===== src/conv_cfg_pkg.sv =====
// configuration package with the register map and AXI4-Lite field types of the engine
`default_nettype none

package conv_cfg_pkg;

   typedef logic [3:0]  addr_t;      // byte address in the register block
   typedef logic [31:0] data_t;
   typedef logic [3:0]  strb_t;
   typedef logic [1:0]  resp_t;
   typedef logic [15:0] line_len_t;  // image width in pixels
   typedef logic [7:0]  nfeat_t;     // output feature count

   localparam addr_t REG_CTRL     = 4'h0;
   localparam addr_t REG_LINE_LEN = 4'h4;
   localparam addr_t REG_NFEAT    = 4'h8;
   localparam addr_t REG_STATUS   = 4'hC;

   // control pulses
   localparam int CTRL_START = 0;
   localparam int CTRL_CLEAR = 1;

   // status fields, state code in bits 3:0
   localparam int STAT_BUSY    = 4;
   localparam int STAT_NOG_LSB = 8;

   localparam resp_t RESP_OKAY = 2'b00;

endpackage

`default_nettype wire


===== src/conv_data_pkg.sv =====
// data package with pixel, weight and accumulator types and the engine state codes
`default_nettype none

package conv_data_pkg;

   localparam int N_TAPS = 9;               // 3x3 filter
   localparam int PIX_W  = 8;
   localparam int WIN_W  = N_TAPS * PIX_W;  // packed window

   typedef logic signed [PIX_W-1:0] pixel_t;
   typedef logic signed [7:0]       weight_t;
   typedef logic signed [31:0]      acc_t;

   // codes are the ones reported in STATUS
   typedef enum logic [3:0] {
      FSM_IDLE              = 4'd0,
      FSM_PRELOAD           = 4'd1,
      FSM_CHANGE_FEAT       = 4'd2,
      FSM_RUN               = 4'd3,
      FSM_RELOAD_WEIGHTS    = 4'd5,
      FSM_TERMINATE_PENDING = 4'd6,
      FSM_PLWL              = 4'd9   // preload with weight load
   } fsm_state_t;

endpackage

`default_nettype wire


===== src/conv_stream_if.sv =====
// stream and control interfaces that link the stages of the convolution engine
`timescale 1ns/10ps
`default_nettype none

interface conv_stream_if #(
   parameter int DATA_W = 8
);
   logic              valid;
   logic              ready;
   logic [DATA_W-1:0] data;
   logic              last;

   modport source (output valid, output data, output last, input ready);
   modport sink   (input valid, input data, input last, output ready);
endinterface

interface conv_ctrl_if;
   logic x_enable;      // pixel acceptance allowed
   logic out_enable;    // windows may enter the MAC
   logic x_fire;
   logic x_last_fire;
   logic y_last_fire;
   logic pipe_clear;

   modport fsm      (output x_enable, output out_enable, output pipe_clear,
                     input x_fire, input x_last_fire, input y_last_fire);
   modport datapath (input x_enable, input out_enable, input pipe_clear,
                     output x_fire, output x_last_fire, output y_last_fire);
endinterface

`default_nettype wire


===== src/conv_regfile.sv =====
// AXI4-Lite register block for engine start and clear, configuration and status
`timescale 1ns/10ps
`default_nettype none

module conv_regfile (
   input  logic                      clk,
   input  logic                      rst_n,
   input  conv_cfg_pkg::addr_t       s_axi_awaddr_i,
   input  logic                      s_axi_awvalid_i,
   output logic                      s_axi_awready_o,
   input  conv_cfg_pkg::data_t       s_axi_wdata_i,
   input  conv_cfg_pkg::strb_t       s_axi_wstrb_i,
   input  logic                      s_axi_wvalid_i,
   output logic                      s_axi_wready_o,
   output conv_cfg_pkg::resp_t       s_axi_bresp_o,
   output logic                      s_axi_bvalid_o,
   input  logic                      s_axi_bready_i,
   input  conv_cfg_pkg::addr_t       s_axi_araddr_i,
   input  logic                      s_axi_arvalid_i,
   output logic                      s_axi_arready_o,
   output conv_cfg_pkg::data_t       s_axi_rdata_o,
   output conv_cfg_pkg::resp_t       s_axi_rresp_o,
   output logic                      s_axi_rvalid_o,
   input  logic                      s_axi_rready_i,
   input  conv_data_pkg::fsm_state_t state_i,
   input  conv_cfg_pkg::nfeat_t      n_og_i,
   output logic                      start_o,
   output logic                      clear_o,
   output conv_cfg_pkg::line_len_t   line_len_o,
   output conv_cfg_pkg::nfeat_t      nfeat_o
);

   logic                wr_en;
   logic                rd_en;
   conv_cfg_pkg::data_t status;

   assign wr_en          = s_axi_awready_o & s_axi_awvalid_i & s_axi_wvalid_i;
   assign rd_en          = s_axi_arready_o & s_axi_arvalid_i;
   assign s_axi_wready_o = s_axi_awready_o;   // address and data taken together
   assign s_axi_bresp_o  = conv_cfg_pkg::RESP_OKAY;
   assign s_axi_rresp_o  = conv_cfg_pkg::RESP_OKAY;

   always_comb begin
      status = '0;
      status[3:0] = state_i;
      status[conv_cfg_pkg::STAT_BUSY] = (state_i != conv_data_pkg::FSM_IDLE);
      status[conv_cfg_pkg::STAT_NOG_LSB +: 8] = n_og_i;
   end

   // write channel
   always_ff @(posedge clk or negedge rst_n) begin
      if (!rst_n) begin
         s_axi_awready_o <= 1'b0;
         s_axi_bvalid_o  <= 1'b0;
         start_o         <= 1'b0;
         clear_o         <= 1'b0;
         line_len_o      <= '0;
         nfeat_o         <= '0;
      end else begin
         s_axi_awready_o <= ~s_axi_awready_o & s_axi_awvalid_i & s_axi_wvalid_i & ~s_axi_bvalid_o;
         start_o <= 1'b0;   // pulses
         clear_o <= 1'b0;
         if (wr_en) begin
            s_axi_bvalid_o <= 1'b1;
            case (s_axi_awaddr_i)
               conv_cfg_pkg::REG_CTRL: begin
                  if (s_axi_wstrb_i[0]) begin
                     start_o <= s_axi_wdata_i[conv_cfg_pkg::CTRL_START];
                     clear_o <= s_axi_wdata_i[conv_cfg_pkg::CTRL_CLEAR];
                  end
               end
               conv_cfg_pkg::REG_LINE_LEN: begin
                  if (s_axi_wstrb_i[0]) line_len_o[7:0]  <= s_axi_wdata_i[7:0];
                  if (s_axi_wstrb_i[1]) line_len_o[15:8] <= s_axi_wdata_i[15:8];
               end
               conv_cfg_pkg::REG_NFEAT: begin
                  if (s_axi_wstrb_i[0]) nfeat_o <= s_axi_wdata_i[7:0];
               end
               default: ;   // status and holes ignore writes
            endcase
         end else if (s_axi_bready_i) begin
            s_axi_bvalid_o <= 1'b0;
         end
      end
   end

   // read channel, data one cycle after acceptance
   always_ff @(posedge clk or negedge rst_n) begin
      if (!rst_n) begin
         s_axi_arready_o <= 1'b0;
         s_axi_rvalid_o  <= 1'b0;
         s_axi_rdata_o   <= '0;
      end else begin
         s_axi_arready_o <= ~s_axi_arready_o & s_axi_arvalid_i & ~s_axi_rvalid_o;
         if (rd_en) begin
            s_axi_rvalid_o <= 1'b1;
            case (s_axi_araddr_i)
               conv_cfg_pkg::REG_LINE_LEN: s_axi_rdata_o <= {16'd0, line_len_o};
               conv_cfg_pkg::REG_NFEAT:    s_axi_rdata_o <= {24'd0, nfeat_o};
               conv_cfg_pkg::REG_STATUS:   s_axi_rdata_o <= status;
               default:                    s_axi_rdata_o <= '0;
            endcase
         end else if (s_axi_rready_i) begin
            s_axi_rvalid_o <= 1'b0;
         end
      end
   end

endmodule

`default_nettype wire


===== src/conv_engine_fsm.sv =====
// engine control FSM with preload counting, weight handshake and feature counting
`timescale 1ns/10ps
`default_nettype none

module conv_engine_fsm (
   input  logic                      clk,
   input  logic                      rst_n,
   input  logic                      start_i,
   input  logic                      clear_i,
   input  conv_cfg_pkg::line_len_t   line_len_i,
   input  conv_cfg_pkg::nfeat_t      nfeat_i,
   input  logic                      weight_done_i,
   output logic                      weight_start_o,
   output conv_data_pkg::fsm_state_t state_o,
   output conv_cfg_pkg::nfeat_t      n_og_o,
   conv_ctrl_if.fsm                  ctrl
);

   conv_data_pkg::fsm_state_t state;
   logic [16:0]               pl_cnt;     // pixels taken while preloading
   logic [16:0]               pl_max;
   logic                      pl_done;
   logic                      preloading;
   conv_cfg_pkg::nfeat_t      nfeat_eff;
   logic                      more_feat;

   assign state_o    = state;
   assign pl_max     = {line_len_i, 1'b0} + 17'd2;   // two lines plus two pixels
   assign pl_done    = (pl_cnt >= pl_max);
   assign preloading = (state == conv_data_pkg::FSM_PLWL) ||
                       (state == conv_data_pkg::FSM_PRELOAD) ||
                       (state == conv_data_pkg::FSM_RELOAD_WEIGHTS);
   assign nfeat_eff  = (nfeat_i == '0) ? 8'd1 : nfeat_i;
   assign more_feat  = ({1'b0, n_og_o} + 9'd1) < {1'b0, nfeat_eff};

   always_comb begin
      ctrl.x_enable   = (state == conv_data_pkg::FSM_RUN) || (preloading && !pl_done);
      ctrl.out_enable = (state == conv_data_pkg::FSM_RUN) ||
                        (state == conv_data_pkg::FSM_CHANGE_FEAT) ||
                        (state == conv_data_pkg::FSM_TERMINATE_PENDING);
      ctrl.pipe_clear = clear_i || (state == conv_data_pkg::FSM_IDLE);
   end

   always_ff @(posedge clk or negedge rst_n) begin
      if (!rst_n) begin
         pl_cnt <= '0;
      end else if (clear_i || !preloading) begin
         pl_cnt <= '0;
      end else if (ctrl.x_fire) begin
         pl_cnt <= pl_cnt + 17'd1;
      end
   end

   always_ff @(posedge clk or negedge rst_n) begin
      if (!rst_n) begin
         state          <= conv_data_pkg::FSM_IDLE;
         weight_start_o <= 1'b0;
         n_og_o         <= '0;
      end else begin
         weight_start_o <= 1'b0;
         if (clear_i) begin
            state  <= conv_data_pkg::FSM_IDLE;
            n_og_o <= '0;
         end else begin
            case (state)
               conv_data_pkg::FSM_IDLE: begin
                  if (start_i) begin
                     state          <= conv_data_pkg::FSM_PLWL;
                     weight_start_o <= 1'b1;
                     n_og_o         <= '0;
                  end
               end
               conv_data_pkg::FSM_PLWL: begin
                  if (weight_done_i && pl_done)
                     state <= conv_data_pkg::FSM_RUN;
                  else if (weight_done_i)
                     state <= conv_data_pkg::FSM_PRELOAD;         // weights first
                  else if (pl_done)
                     state <= conv_data_pkg::FSM_RELOAD_WEIGHTS;  // window waits
               end
               conv_data_pkg::FSM_PRELOAD: begin
                  if (pl_done) state <= conv_data_pkg::FSM_RUN;
               end
               conv_data_pkg::FSM_RELOAD_WEIGHTS: begin
                  if (weight_done_i) state <= conv_data_pkg::FSM_RUN;
               end
               conv_data_pkg::FSM_RUN: begin
                  if (ctrl.x_last_fire)
                     state <= more_feat ? conv_data_pkg::FSM_CHANGE_FEAT
                                        : conv_data_pkg::FSM_TERMINATE_PENDING;
               end
               conv_data_pkg::FSM_CHANGE_FEAT: begin
                  if (ctrl.y_last_fire) begin
                     state          <= conv_data_pkg::FSM_PLWL;
                     weight_start_o <= 1'b1;   // next weight set
                     n_og_o         <= n_og_o + 8'd1;
                  end
               end
               conv_data_pkg::FSM_TERMINATE_PENDING: begin
                  if (ctrl.y_last_fire) begin
                     state  <= conv_data_pkg::FSM_IDLE;
                     n_og_o <= n_og_o + 8'd1;
                  end
               end
               default: state <= conv_data_pkg::FSM_IDLE;
            endcase
         end
      end
   end

endmodule

`default_nettype wire


===== src/conv_weight_loader.sv =====
// weight loader that takes a 3x3 weight set from the weight stream on request
`timescale 1ns/10ps
`default_nettype none

module conv_weight_loader (
   input  logic                                               clk,
   input  logic                                               rst_n,
   input  logic                                               clear_i,
   input  logic                                               weight_start_i,
   input  logic                                               w_valid_i,
   input  conv_data_pkg::weight_t                             w_data_i,
   output logic                                               w_ready_o,
   output conv_data_pkg::weight_t [conv_data_pkg::N_TAPS-1:0] weights_o,
   output logic                                               weight_done_o
);

   logic       w_fire;
   logic [3:0] w_cnt;

   assign w_fire = w_valid_i & w_ready_o;

   always_ff @(posedge clk or negedge rst_n) begin
      if (!rst_n) begin
         w_ready_o     <= 1'b0;
         w_cnt         <= '0;
         weight_done_o <= 1'b0;
      end else begin
         weight_done_o <= 1'b0;
         if (clear_i) begin
            w_ready_o <= 1'b0;
            w_cnt     <= '0;
         end else if (weight_start_i) begin
            w_ready_o <= 1'b1;
            w_cnt     <= '0;
         end else if (w_fire) begin
            if (w_cnt == 4'(conv_data_pkg::N_TAPS - 1)) begin
               w_ready_o     <= 1'b0;
               weight_done_o <= 1'b1;
               w_cnt         <= '0;
            end else begin
               w_cnt <= w_cnt + 4'd1;
            end
         end
      end
   end

   // shift in from the top, w00 lands in slot 0
   always_ff @(posedge clk) begin
      if (w_fire) weights_o <= {w_data_i, weights_o[conv_data_pkg::N_TAPS-1:1]};
   end

endmodule

`default_nettype wire


===== src/conv_line_buffer.sv =====
// line buffer with two row memories and a 3x3 window register for valid-mode windows
`timescale 1ns/10ps
`default_nettype none

module conv_line_buffer #(
   parameter int MAX_LINE_LEN = 64
) (
   input  logic                    clk,
   input  logic                    rst_n,
   input  conv_cfg_pkg::line_len_t line_len_i,
   conv_stream_if.sink             x_in,
   conv_stream_if.source           win_out,
   conv_ctrl_if.datapath           ctrl
);

   localparam int AW = (MAX_LINE_LEN > 1) ? $clog2(MAX_LINE_LEN) : 1;

   conv_data_pkg::pixel_t                             line0 [MAX_LINE_LEN];  // row r-1
   conv_data_pkg::pixel_t                             line1 [MAX_LINE_LEN];  // row r-2
   conv_data_pkg::pixel_t [conv_data_pkg::N_TAPS-1:0] win;                   // raster order
   conv_data_pkg::pixel_t                             px;
   conv_cfg_pkg::line_len_t                           col;
   logic [1:0]                                        row;   // saturates at 2
   logic [AW-1:0]                                     addr;
   logic                                              win_valid;
   logic                                              win_last;
   logic                                              win_fire;
   logic                                              x_fire;

   assign px       = conv_data_pkg::pixel_t'(x_in.data);
   assign addr     = col[AW-1:0];
   assign x_fire   = x_in.valid & x_in.ready;
   assign win_fire = win_out.valid & win_out.ready;

   // window register takes a pixel only when empty or moving on
   assign x_in.ready       = ctrl.x_enable & (~win_valid | win_fire);
   assign ctrl.x_fire      = x_fire;
   assign ctrl.x_last_fire = x_fire & x_in.last;
   assign win_out.valid    = win_valid & ctrl.out_enable;
   assign win_out.data     = win;
   assign win_out.last     = win_last;

   always_ff @(posedge clk or negedge rst_n) begin
      if (!rst_n) begin
         col       <= '0;
         row       <= '0;
         win_valid <= 1'b0;
         win_last  <= 1'b0;
      end else if (ctrl.pipe_clear) begin
         col       <= '0;
         row       <= '0;
         win_valid <= 1'b0;
         win_last  <= 1'b0;
      end else if (x_fire) begin
         win_valid <= (row == 2'd2) && (col >= 16'd2);
         win_last  <= x_in.last;
         if (x_in.last) begin
            col <= '0;
            row <= '0;
         end else if (col == line_len_i - 16'd1) begin
            col <= '0;
            if (row != 2'd2) row <= row + 2'd1;
         end else begin
            col <= col + 16'd1;
         end
      end else if (win_fire) begin
         win_valid <= 1'b0;
      end
   end

   always_ff @(posedge clk) begin
      if (x_fire) begin
         line1[addr] <= line0[addr];
         line0[addr] <= px;
         for (int i = 0; i < 3; i++) begin
            win[3*i]     <= win[3*i + 1];
            win[3*i + 1] <= win[3*i + 2];
         end
         win[2] <= line1[addr];   // new right column
         win[5] <= line0[addr];
         win[8] <= px;
      end
   end

endmodule

`default_nettype wire


===== src/conv_mac_stage.sv =====
// MAC stage summing nine pixel-weight products into a held output register
`timescale 1ns/10ps
`default_nettype none

module conv_mac_stage (
   input  logic                                               clk,
   input  logic                                               rst_n,
   input  conv_data_pkg::weight_t [conv_data_pkg::N_TAPS-1:0] weights_i,
   conv_stream_if.sink                                        win_in,
   conv_stream_if.source                                      y_out,
   conv_ctrl_if.datapath                                      ctrl
);

   conv_data_pkg::acc_t sum;
   conv_data_pkg::acc_t y_data;
   logic                y_valid;
   logic                y_last;
   logic                win_fire;

   always_comb begin
      sum = '0;
      for (int k = 0; k < conv_data_pkg::N_TAPS; k++) begin
         sum = sum + conv_data_pkg::pixel_t'(win_in.data[conv_data_pkg::PIX_W*k +:
                                                          conv_data_pkg::PIX_W]) * weights_i[k];
      end
   end

   assign win_in.ready     = ~y_valid | y_out.ready;   // stall while result is held
   assign win_fire         = win_in.valid & win_in.ready;
   assign y_out.valid      = y_valid;
   assign y_out.data       = y_data;
   assign y_out.last       = y_last;
   assign ctrl.y_last_fire = y_valid & y_out.ready & y_last;

   always_ff @(posedge clk or negedge rst_n) begin
      if (!rst_n) begin
         y_valid <= 1'b0;
         y_last  <= 1'b0;
      end else if (ctrl.pipe_clear) begin
         y_valid <= 1'b0;
         y_last  <= 1'b0;
      end else if (win_fire) begin
         y_valid <= 1'b1;
         y_last  <= win_in.last;
      end else if (y_out.ready) begin
         y_valid <= 1'b0;
      end
   end

   always_ff @(posedge clk) begin
      if (win_fire) y_data <= sum;
   end

endmodule

`default_nettype wire


===== src/conv_top.sv =====
// convolution engine top level joining register block, FSM and stream data path
`timescale 1ns/10ps
`default_nettype none

module conv_top #(
   parameter int MAX_LINE_LEN = 64
) (
   input  logic                   clk,
   input  logic                   rst_n,
   input  conv_cfg_pkg::addr_t    s_axi_awaddr_i,
   input  logic                   s_axi_awvalid_i,
   output logic                   s_axi_awready_o,
   input  conv_cfg_pkg::data_t    s_axi_wdata_i,
   input  conv_cfg_pkg::strb_t    s_axi_wstrb_i,
   input  logic                   s_axi_wvalid_i,
   output logic                   s_axi_wready_o,
   output conv_cfg_pkg::resp_t    s_axi_bresp_o,
   output logic                   s_axi_bvalid_o,
   input  logic                   s_axi_bready_i,
   input  conv_cfg_pkg::addr_t    s_axi_araddr_i,
   input  logic                   s_axi_arvalid_i,
   output logic                   s_axi_arready_o,
   output conv_cfg_pkg::data_t    s_axi_rdata_o,
   output conv_cfg_pkg::resp_t    s_axi_rresp_o,
   output logic                   s_axi_rvalid_o,
   input  logic                   s_axi_rready_i,
   input  logic                   w_valid_i,
   input  conv_data_pkg::weight_t w_data_i,
   output logic                   w_ready_o,
   input  logic                   x_valid_i,
   input  conv_data_pkg::pixel_t  x_data_i,
   input  logic                   x_last_i,
   output logic                   x_ready_o,
   output logic                   y_valid_o,
   output conv_data_pkg::acc_t    y_data_o,
   output logic                   y_last_o,
   input  logic                   y_ready_i
);

   conv_data_pkg::fsm_state_t                         state;
   conv_cfg_pkg::nfeat_t                              n_og;
   conv_cfg_pkg::nfeat_t                              nfeat;
   conv_cfg_pkg::line_len_t                           line_len;
   logic                                              start;
   logic                                              clear;
   logic                                              weight_start;
   logic                                              weight_done;
   conv_data_pkg::weight_t [conv_data_pkg::N_TAPS-1:0] weights;

   conv_stream_if #(.DATA_W(conv_data_pkg::PIX_W))        x_if ();
   conv_stream_if #(.DATA_W(conv_data_pkg::WIN_W))        win_if ();
   conv_stream_if #(.DATA_W($bits(conv_data_pkg::acc_t))) y_if ();
   conv_ctrl_if                                           ctrl_if ();

   // pixel stream in, result stream out
   assign x_if.valid = x_valid_i;
   assign x_if.data  = x_data_i;
   assign x_if.last  = x_last_i;
   assign x_ready_o  = x_if.ready;
   assign y_valid_o  = y_if.valid;
   assign y_data_o   = y_if.data;
   assign y_last_o   = y_if.last;
   assign y_if.ready = y_ready_i;

   conv_regfile u_regfile (
      .*,
      .state_i    (state),
      .n_og_i     (n_og),
      .start_o    (start),
      .clear_o    (clear),
      .line_len_o (line_len),
      .nfeat_o    (nfeat)
   );

   conv_engine_fsm u_fsm (
      .clk            (clk),
      .rst_n          (rst_n),
      .start_i        (start),
      .clear_i        (clear),
      .line_len_i     (line_len),
      .nfeat_i        (nfeat),
      .weight_done_i  (weight_done),
      .weight_start_o (weight_start),
      .state_o        (state),
      .n_og_o         (n_og),
      .ctrl           (ctrl_if.fsm)
   );

   conv_weight_loader u_weights (
      .*,
      .clear_i        (clear),
      .weight_start_i (weight_start),
      .weights_o      (weights),
      .weight_done_o  (weight_done)
   );

   conv_line_buffer #(.MAX_LINE_LEN(MAX_LINE_LEN)) u_line_buffer (
      .clk        (clk),
      .rst_n      (rst_n),
      .line_len_i (line_len),
      .x_in       (x_if.sink),
      .win_out    (win_if.source),
      .ctrl       (ctrl_if.datapath)
   );

   conv_mac_stage u_mac (
      .clk       (clk),
      .rst_n     (rst_n),
      .weights_i (weights),
      .win_in    (win_if.sink),
      .y_out     (y_if.source),
      .ctrl      (ctrl_if.datapath)
   );

endmodule

`default_nettype wire


===== config.mk =====
export PLATFORM = sky130hd
export DESIGN_NAME = conv_top
export DESIGN_NICKNAME = d
export VERILOG_FILES = /design/src/conv_cfg_pkg.sv /design/src/conv_data_pkg.sv /design/src/conv_stream_if.sv /design/src/conv_regfile.sv /design/src/conv_engine_fsm.sv /design/src/conv_weight_loader.sv /design/src/conv_line_buffer.sv /design/src/conv_mac_stage.sv /design/src/conv_top.sv
export SDC_FILE = /design/constraint.sdc
export NUM_CORES = 2
export LEC_CHECK = 0
export ABC_AREA = 1
export BUFFER_PORTS_ARGS = -buffer_cell sky130_fd_sc_hd__buf_2
export CORE_ASPECT_RATIO = 0.9
export CORE_UTILIZATION = 40
export DETAILED_ROUTE_END_ITERATION = 8
export HOLD_SLACK_MARGIN = 0.12
export PLACE_DENSITY = 0.62
export SYNTH_ARGS = -nofsm -noshare
export SYNTH_HDL_FRONTEND = slang
export SYNTH_SLANG_ARGS = --single-unit

===== constraint.sdc =====
create_clock -name clk -period 8.1 [get_ports clk]
set_input_delay 1.215 -clock clk [delete_from_list [all_inputs] [get_ports clk]]
set_output_delay 1.215 -clock clk [all_outputs]
set_load 0.02 [all_outputs]

[After elaboration in Yosys (flattened, before gate mapping)]
Memory sizes are Yosys's and may differ from the RTL's. A register that Yosys moved wholly into a read port is not among the register bits.
Index checks and enable logic that the tools add are counted.
Storage, ports and cells
  register bits: 288
  input port bits: 71
  memories: 2
  RAM bits: 1024
Cells by class
  bitwise gates (word level): 24
  multiply operators: 9
  equal/unequal tests: 23
  muxes and demuxes: 67
  $lt $le $gt $ge: 3
  reductions and logical operators: 36
  add/subtract/negate cells: 16
Memory list
  u_line_buffer.line0: words 64, width 8, rd ports 1, clocked after memory_dff 0, wr ports 1, RTL line conv_line_buffer.sv:18  | conv_data_pkg::pixel_t line0 [MAX_LINE_LEN];
  u_line_buffer.line1: words 64, width 8, rd ports 1, clocked after memory_dff 1, wr ports 1, RTL line conv_line_buffer.sv:19  | conv_data_pkg::pixel_t line1 [MAX_LINE_LEN];
Operators by type and width (number)
  32-bit adder: 8
  8-bit by 8-bit multiplier with 16-bit output: 9
  16-bit two-way mux: 4
  4-bit two-way mux: 14
  16-bit one-hot mux with 3 select lines: 1
  17-bit two-way mux: 2
  1-bit two-way mux: 33
  8-bit two-way mux: 4
  4-bit one-hot mux with 7 select lines: 1
  3-bit nonzero test: 7
  4-bit equality test (second input constant): 5
  17-bit by 1-bit adder with 17-bit output (second input constant): 1
  17-bit by 2-bit adder with 17-bit output (second input constant): 1
  17-bit greater-or-equal comparator: 1
  16-bit by 1-bit adder with 16-bit output (second input constant): 1
  1-bit bitwise AND: 16
  16-bit equality test: 1
  4-bit by 3-bit equality test with 1-bit output (second input constant): 4
  16-bit by 2-bit greater-or-equal comparator with 1-bit output (second input constant): 1
  8-bit one-hot mux with 2 select lines: 1
  16-bit by 1-bit subtractor with 16-bit output (second input constant): 1
  3-bit AND reduction: 5
  3-bit != test (second input constant): 4
  2-bit two-way mux: 5
  26 further kinds: 48

[Logic depth before layout (Yosys ltp)]
  word-level depth: 12
  gate-level depth with buffers: 37
  depth with buffers taken out: 36

[Least setup slack after synthesis]
OpenSTA, ideal clock, no wires.
  kind: register -> register
  from: register u_line_buffer.win, in the netlist u_line_buffer.win_out.data[8]
  to: register u_mac.y_data[21] (netlist: u_mac.y_out.data[21]) (data pin)
  path buffers: 1
  setup time: 0.267 ns
  arrival time: 7.303 ns
  path slack: 0.530 ns
  stages on the path, launching flop included: 31
  cells stage by stage: edfxtp_1 clkbuf_1 or2_2 fa_1 fa_1 fa_1 fa_1 inv_1 ha_1 a21oi_1 nand2_1 a21oi_1 o21ai_0 a21o_1 a21oi_1 xor2_1 fa_1 inv_1 fa_1 fa_1 inv_1 fa_1 inv_1 ha_1 nand2_1 nor2_1 nand4_1 o21ai_0 a21oi_1 nand2_1 o21ai_0
On the way
  longest elaborated chain between the ends: 9
RTL lines
  start, declared: RTL line conv_line_buffer.sv:20  | conv_data_pkg::pixel_t [conv_data_pkg::N_TAPS-1:0] win;
  start signal, assigned by index: RTL line conv_line_buffer.sv:76  | win[3*i] <= win[3*i + 1];
  start signal, assigned by index: RTL line conv_line_buffer.sv:77  | win[3*i + 1] <= win[3*i + 2];
  8-bit by 8-bit multiplier with 16-bit output: RTL line conv_mac_stage.sv:24  | conv_data_pkg::PIX_W]) * weights_i[k];
  32-bit adder (8 in a row): RTL line conv_mac_stage.sv:23  | sum = sum + conv_data_pkg::pixel_t'(win_in.data[conv_data_pkg::PIX_W*k +:
  via u_mac.sum[21]: RTL line conv_mac_stage.sv:14  | conv_data_pkg::acc_t sum;
  end signal, assigned: RTL line conv_mac_stage.sv:51  | if (win_fire) y_data <= sum;
  end, declared: RTL line conv_mac_stage.sv:15  | conv_data_pkg::acc_t y_data;
The timed path passes the listed nets, and every way through them passes these cells.
A chain may end at the register's enable or synchronous reset.

[Worst setup path in the final report]
  from: register u_weights.weights_o[47] (netlist bit)
  to: register u_mac.y_data[17] (netlist: u_mac.y_out.data[17]) (data pin)
On the way
  longest elaborated chain between the ends: 5
RTL lines
  start, declared: RTL line conv_weight_loader.sv:13  | output conv_data_pkg::weight_t [conv_data_pkg::N_TAPS-1:0] weights_o,
  start signal, assigned: RTL line conv_weight_loader.sv:49  | if (w_fire) weights_o <= {w_data_i, weights_o[conv_data_pkg::N_TAPS-1:1]};
  8-bit by 8-bit multiplier with 16-bit output: RTL line conv_mac_stage.sv:24
  32-bit adder (4 in a row): RTL line conv_mac_stage.sv:23
  via u_mac.sum[17]: RTL line conv_mac_stage.sv:14
The timed path passes the listed nets, and every way through them passes these cells.

==> insert_results.sql <==
INSERT INTO impl_metrics (metric_group, metric, value, unit) VALUES
('run_status', 'outcome', 'completed', ''),
('placed_design', 'count_of_port_buffers_added_during_placement', '109', ''),
('clock_network', 'tritoncts', 'done', ''),
('worst_setup_path', 'critPathCaptureType', 'flip-flop', ''),
('global_route', 'gr-total-overflow', '0', ''),
('clock_network', 'clock_pin_slew_of_the_registers_on_the_worst_case_setup_and_hold_paths', '60', 'ps'),
('timing', 'min_period_over_period', '0.975', ''),
('routing', 'totalWireLength', '198000', 'um'),
('synthesis', 'most_common_cell_in_the_synthesized_netlist', 'sky130_fd_sc_hd__nand2_1', ''),
('timing', 'clock.fmax', '0.127', 'GHz'),
('synthesis', 'post-synth-top-area-fraction', '0.467', ''),
('floorplanning', 'die_width', '465', 'um'),
('global_route', 'grt_util_all_layers', '0.204', ''),
('floorplanning', 'std_cell_rows', '152', ''),
('synthesis', 'syn-instance-count', '7153', ''),
('worst_setup_path', 'crit_arrival', '8410', 'ps'),
('synthesis', 'synth_enable_flop_cells', '1200', ''),
('synthesis', 'yosys-top-cells-area', 'sky130_fd_sc_hd__edfxtp_1 47%, sky130_fd_sc_hd__fa_1 16%, sky130_fd_sc_hd__nand2_1 8.3%, sky130_fd_sc_hd__inv_1 6.7%, sky130_fd_sc_hd__ha_1 5.1%', ''),
('worst_setup_path', 'startpoint_type', 'flip-flop', ''),
('placed_design', 'weighted_congestion_at_the_end_of_routability_driven_global_placement', '0.893', ''),
('timing', 'finalMaxSlewViolations', '0', ''),
('worst_setup_path', 'cp_num_buf_inv', '5', ''),
('job', 'number_of_max_cap_violations', '0', ''),
('placed_design', 'placed_cells_incl_taps', '9766', ''),
('synthesis', 'synth_seq_area_share', '0.500', ''),
('global_route', 'grt_start_max_net_pins', '96', ''),
('timing', 'fin_worst_hold_slack', '337', 'ps'),
('global_route', 'grt_pass1_wl', '303000', 'um'),
('worst_setup_path', 'crit_path_frequent_cell', 'sky130_fd_sc_hd__fa_1', ''),
('synthesis', 'netlist_area_before_placement', '77200', 'um^2'),
('floorplanning', 'design.portCount', '148', ''),
('hold_path', 'min_path_type', 'in -> async', ''),
('synthesis', 'syn_area_per_cell', '10.8', 'um^2'),
('global_route', 'first_global_vias', '51358', ''),
('routing', 'vias_per_cell', '5.07', ''),
('synthesis', 'synth-main-ff-cell', 'sky130_fd_sc_hd__edfxtp_1', ''),
('clock_network', 'insertion_delay', '770', 'ps'),
('timing', 'final.setup_skew', '31.0', 'ps'),
('final_layout', 'finish.net_count', '8424', ''),
('synthesis', 'synth.ff_latch_count', '1304', ''),
('final_layout', 'layout-drive-gt1-share', '0.112', ''),
('floorplanning', 'die_area', '195000', 'um^2'),
('routing', 'post_drt_wl_per_cell', '19.6', 'um'),
('timing', 'min_period', '7900', 'ps'),
('worst_setup_path', 'timing.critical_path.required', '8610', 'ps'),
('timing', 'timing_worst_slew_pin_value', '1080', 'ps'),
('clock_network', 'clockBufferDepth', '3', ''),
('timing', 'tns', '0', 'ps'),
('final_layout', 'fin_cells', '10083', ''),
('timing', 'worst_slew_margin_rel', '0.279', ''),
('clock_network', 'cts.sink_count', '1304', ''),
('synthesis', 'synthDistinctLibCells', '52', ''),
('synthesis', 'yosysTopAreaCell', 'sky130_fd_sc_hd__edfxtp_1', ''),
('global_route', 'grt_antenna_before_repair', '0', ''),
('worst_setup_path', 'largest_fanout_on_the_critical_path', '5', ''),
('clock_network', 'htree_levels', '4', ''),
('synthesis', 'yosys-top-cells-count', '1,698 x sky130_fd_sc_hd__nand2_1, 1,373 x sky130_fd_sc_hd__inv_1, 1,200 x sky130_fd_sc_hd__edfxtp_1, 610 x sky130_fd_sc_hd__fa_1, 314 x sky130_fd_sc_hd__ha_1', ''),
('floorplanning', 'initial_utilization', '0.404', ''),
('synthesis', 'synth-async-reset-ratio', '0.0798', ''),
('timing', 'setup_viol', '0', ''),
('placed_design', 'hpwlAfterDp', '132000', 'um'),
('routing', 'postRouteAntennaNets', '0', ''),
('routing', 'count_of_vias_placed_by_the_detailed_router', '51169', ''),
('clock_network', 'cts_hold_buf', '0', ''),
('floorplanning', 'core_region_area', '191000', 'um^2'),
('final_layout', 'final_util', '0.457', ''),
('final_layout', 'area.growth.synth_to_final', '13.0', '%'),
('routing', 'drtIter0Drc', '4494', ''),
('routing', 'drc_errors', '0', ''),
('worst_setup_path', 'worstSetupPathType', 'reg -> reg', ''),
('worst_setup_path', 'cp_slowest_stage_delay', '640', 'ps'),
('clock_network', 'cts_made_buffers', '138', ''),
('synthesis', 'synth.yosys.warnings', '0', ''),
('routing', 'dr.pass1.iters', '6', ''),
('timing', 'hold_viol', '0', ''),
('worst_setup_path', 'worst_path_dominant_cell_family', 'adder cells', ''),
('worst_setup_path', 'worst_path_max_delay_cell', 'sky130_fd_sc_hd__fa_2', ''),
('clock_network', 'root_cell_of_the_clock_tree', 'sky130_fd_sc_hd__clkbuf_16', ''),
('floorplanning', 'die_h', '419', 'um');
-- worst reg2reg max path: cells and delay by family (launching register included) --
kind / cells / cell delay [ps]
XOR/XNOR: 2 / 260
AND/OR/NAND/NOR: 5 / 600
flip-flops: 1 / 410
buffers and inverters: 5 / 450
AO/OA/AOI/OAI: 8 / 1270
adder cells (fa/ha/maj): 10 / 4660
-- per-stage QoR --
stage          cell area, um^2  setup WS (ps)
3_5_place_dp             81700           -114
5_1_grt                  87300          -99.4
4_1_cts                  86100           17.7
2_1_floorplan            77300            530
6_report                 87300            201
3_3_place_gp             81700           -100
-- sequential cells by signal, summed over array words and instances, names as in the netlist, 2 cells and up --
signal                      flops
u_regfile.nfeat_o               8
u_regfile.line_len_o           16
u_weights.w_cnt                 4
u_fsm.pl_cnt                   17
u_line_buffer.row               2
u_weights.weights_o            72
u_mac.y_out.data               32
u_line_buffer.win_out.data     72
u_fsm.state_o                   4
u_line_buffer.col              16
u_fsm.n_og_o                    8
u_line_buffer.line0           512
u_line_buffer.line1           512
u_regfile.s_axi_rdata_o        16
-- placed cells by master, fill, tap and decap left out, types with 33 or more instances in the layout --
cell type,instances
sky130_fd_sc_hd__ha_1,282
sky130_fd_sc_hd__o21ai_0,115
sky130_fd_sc_hd__a221oi_1,95
sky130_fd_sc_hd__xor2_1,112
sky130_fd_sc_hd__xnor2_1,96
sky130_fd_sc_hd__nor2_1,286
sky130_fd_sc_hd__dfrtp_1,104
sky130_fd_sc_hd__edfxtp_1,1200
sky130_fd_sc_hd__nand4_1,135
sky130_fd_sc_hd__inv_1,1354
sky130_fd_sc_hd__nand3_1,124
sky130_fd_sc_hd__nand2_1,1675
sky130_fd_sc_hd__clkbuf_16,141
sky130_fd_sc_hd__buf_4,303
sky130_fd_sc_hd__clkinv_1,33
sky130_fd_sc_hd__buf_2,108
sky130_fd_sc_hd__a21oi_1,131
sky130_fd_sc_hd__fa_1,598
sky130_fd_sc_hd__a22oi_1,128
-- logic make-up (layout without fill, tap and decap cells) --
logic type	after synthesis	count (layout)	share of synthesized area
AO/OA/AOI/OAI	631	631	0.0534
XOR/XNOR	217	217	0.0246
adder cells (fa/ha/maj)	924	924	0.209
buffers and inverters	1701	2070	0.0856
flip-flops	1304	1304	0.500
other	1	21	0.0000486
AND/OR/NAND/NOR	2375	2375	0.127
-- final timing paths --
check	startpoint	endpoint	slack [ps]	cells after the start
worst max-delay path	u_weights.weights_o[47]	u_mac.y_out.data[17]	200	30
worst min-delay path	rst_n	u_line_buffer.col[8]	340	1
worst max register to register	u_weights.weights_o[47]	u_mac.y_out.data[17]	200	30
worst min register to register	u_regfile.s_axi_bvalid_o	u_regfile.s_axi_awready_o	450	1
max in group asynchronous	rst_n	u_weights.w_cnt[2]	6350	2
min in group clk	u_regfile.s_axi_bvalid_o	u_regfile.s_axi_awready_o	450	1
-- what timing repair did --
item | in CTS | in global routing
setup endpoints to repair | 8 | 20
pin swaps | 0 | 64
setup buffers | 1 | 63
resized for setup | 1 | 163
-- layer usage --
layer | global-route usage | vias up | part of all wire
li1 | - | 23570 | -
met1 | 0.286 | 25692 | 0.44
met2 | 0.329 | 1657 | 0.47
met3 | 0.0313 | 250 | 0.070
met4 | 0.0501 | 0 | 0.021
met5 | 0 | - | 0
-- cell type report --
cell class	instances	area (um^2)
Antenna cell	1	2.50
Clock buffer	171	3650
Clock inverter	81	772
Fill cell	17367	104000
Inverter	1394	5250
Multi-Input combinational cell	4167	32700
Sequential cell	1304	38600
Tap cell	2541	3180
Timing Repair Buffer	424	3030
Power is not shown: default switching activity piles up to over one toggle a cycle in this logic, so the estimate is an artifact.
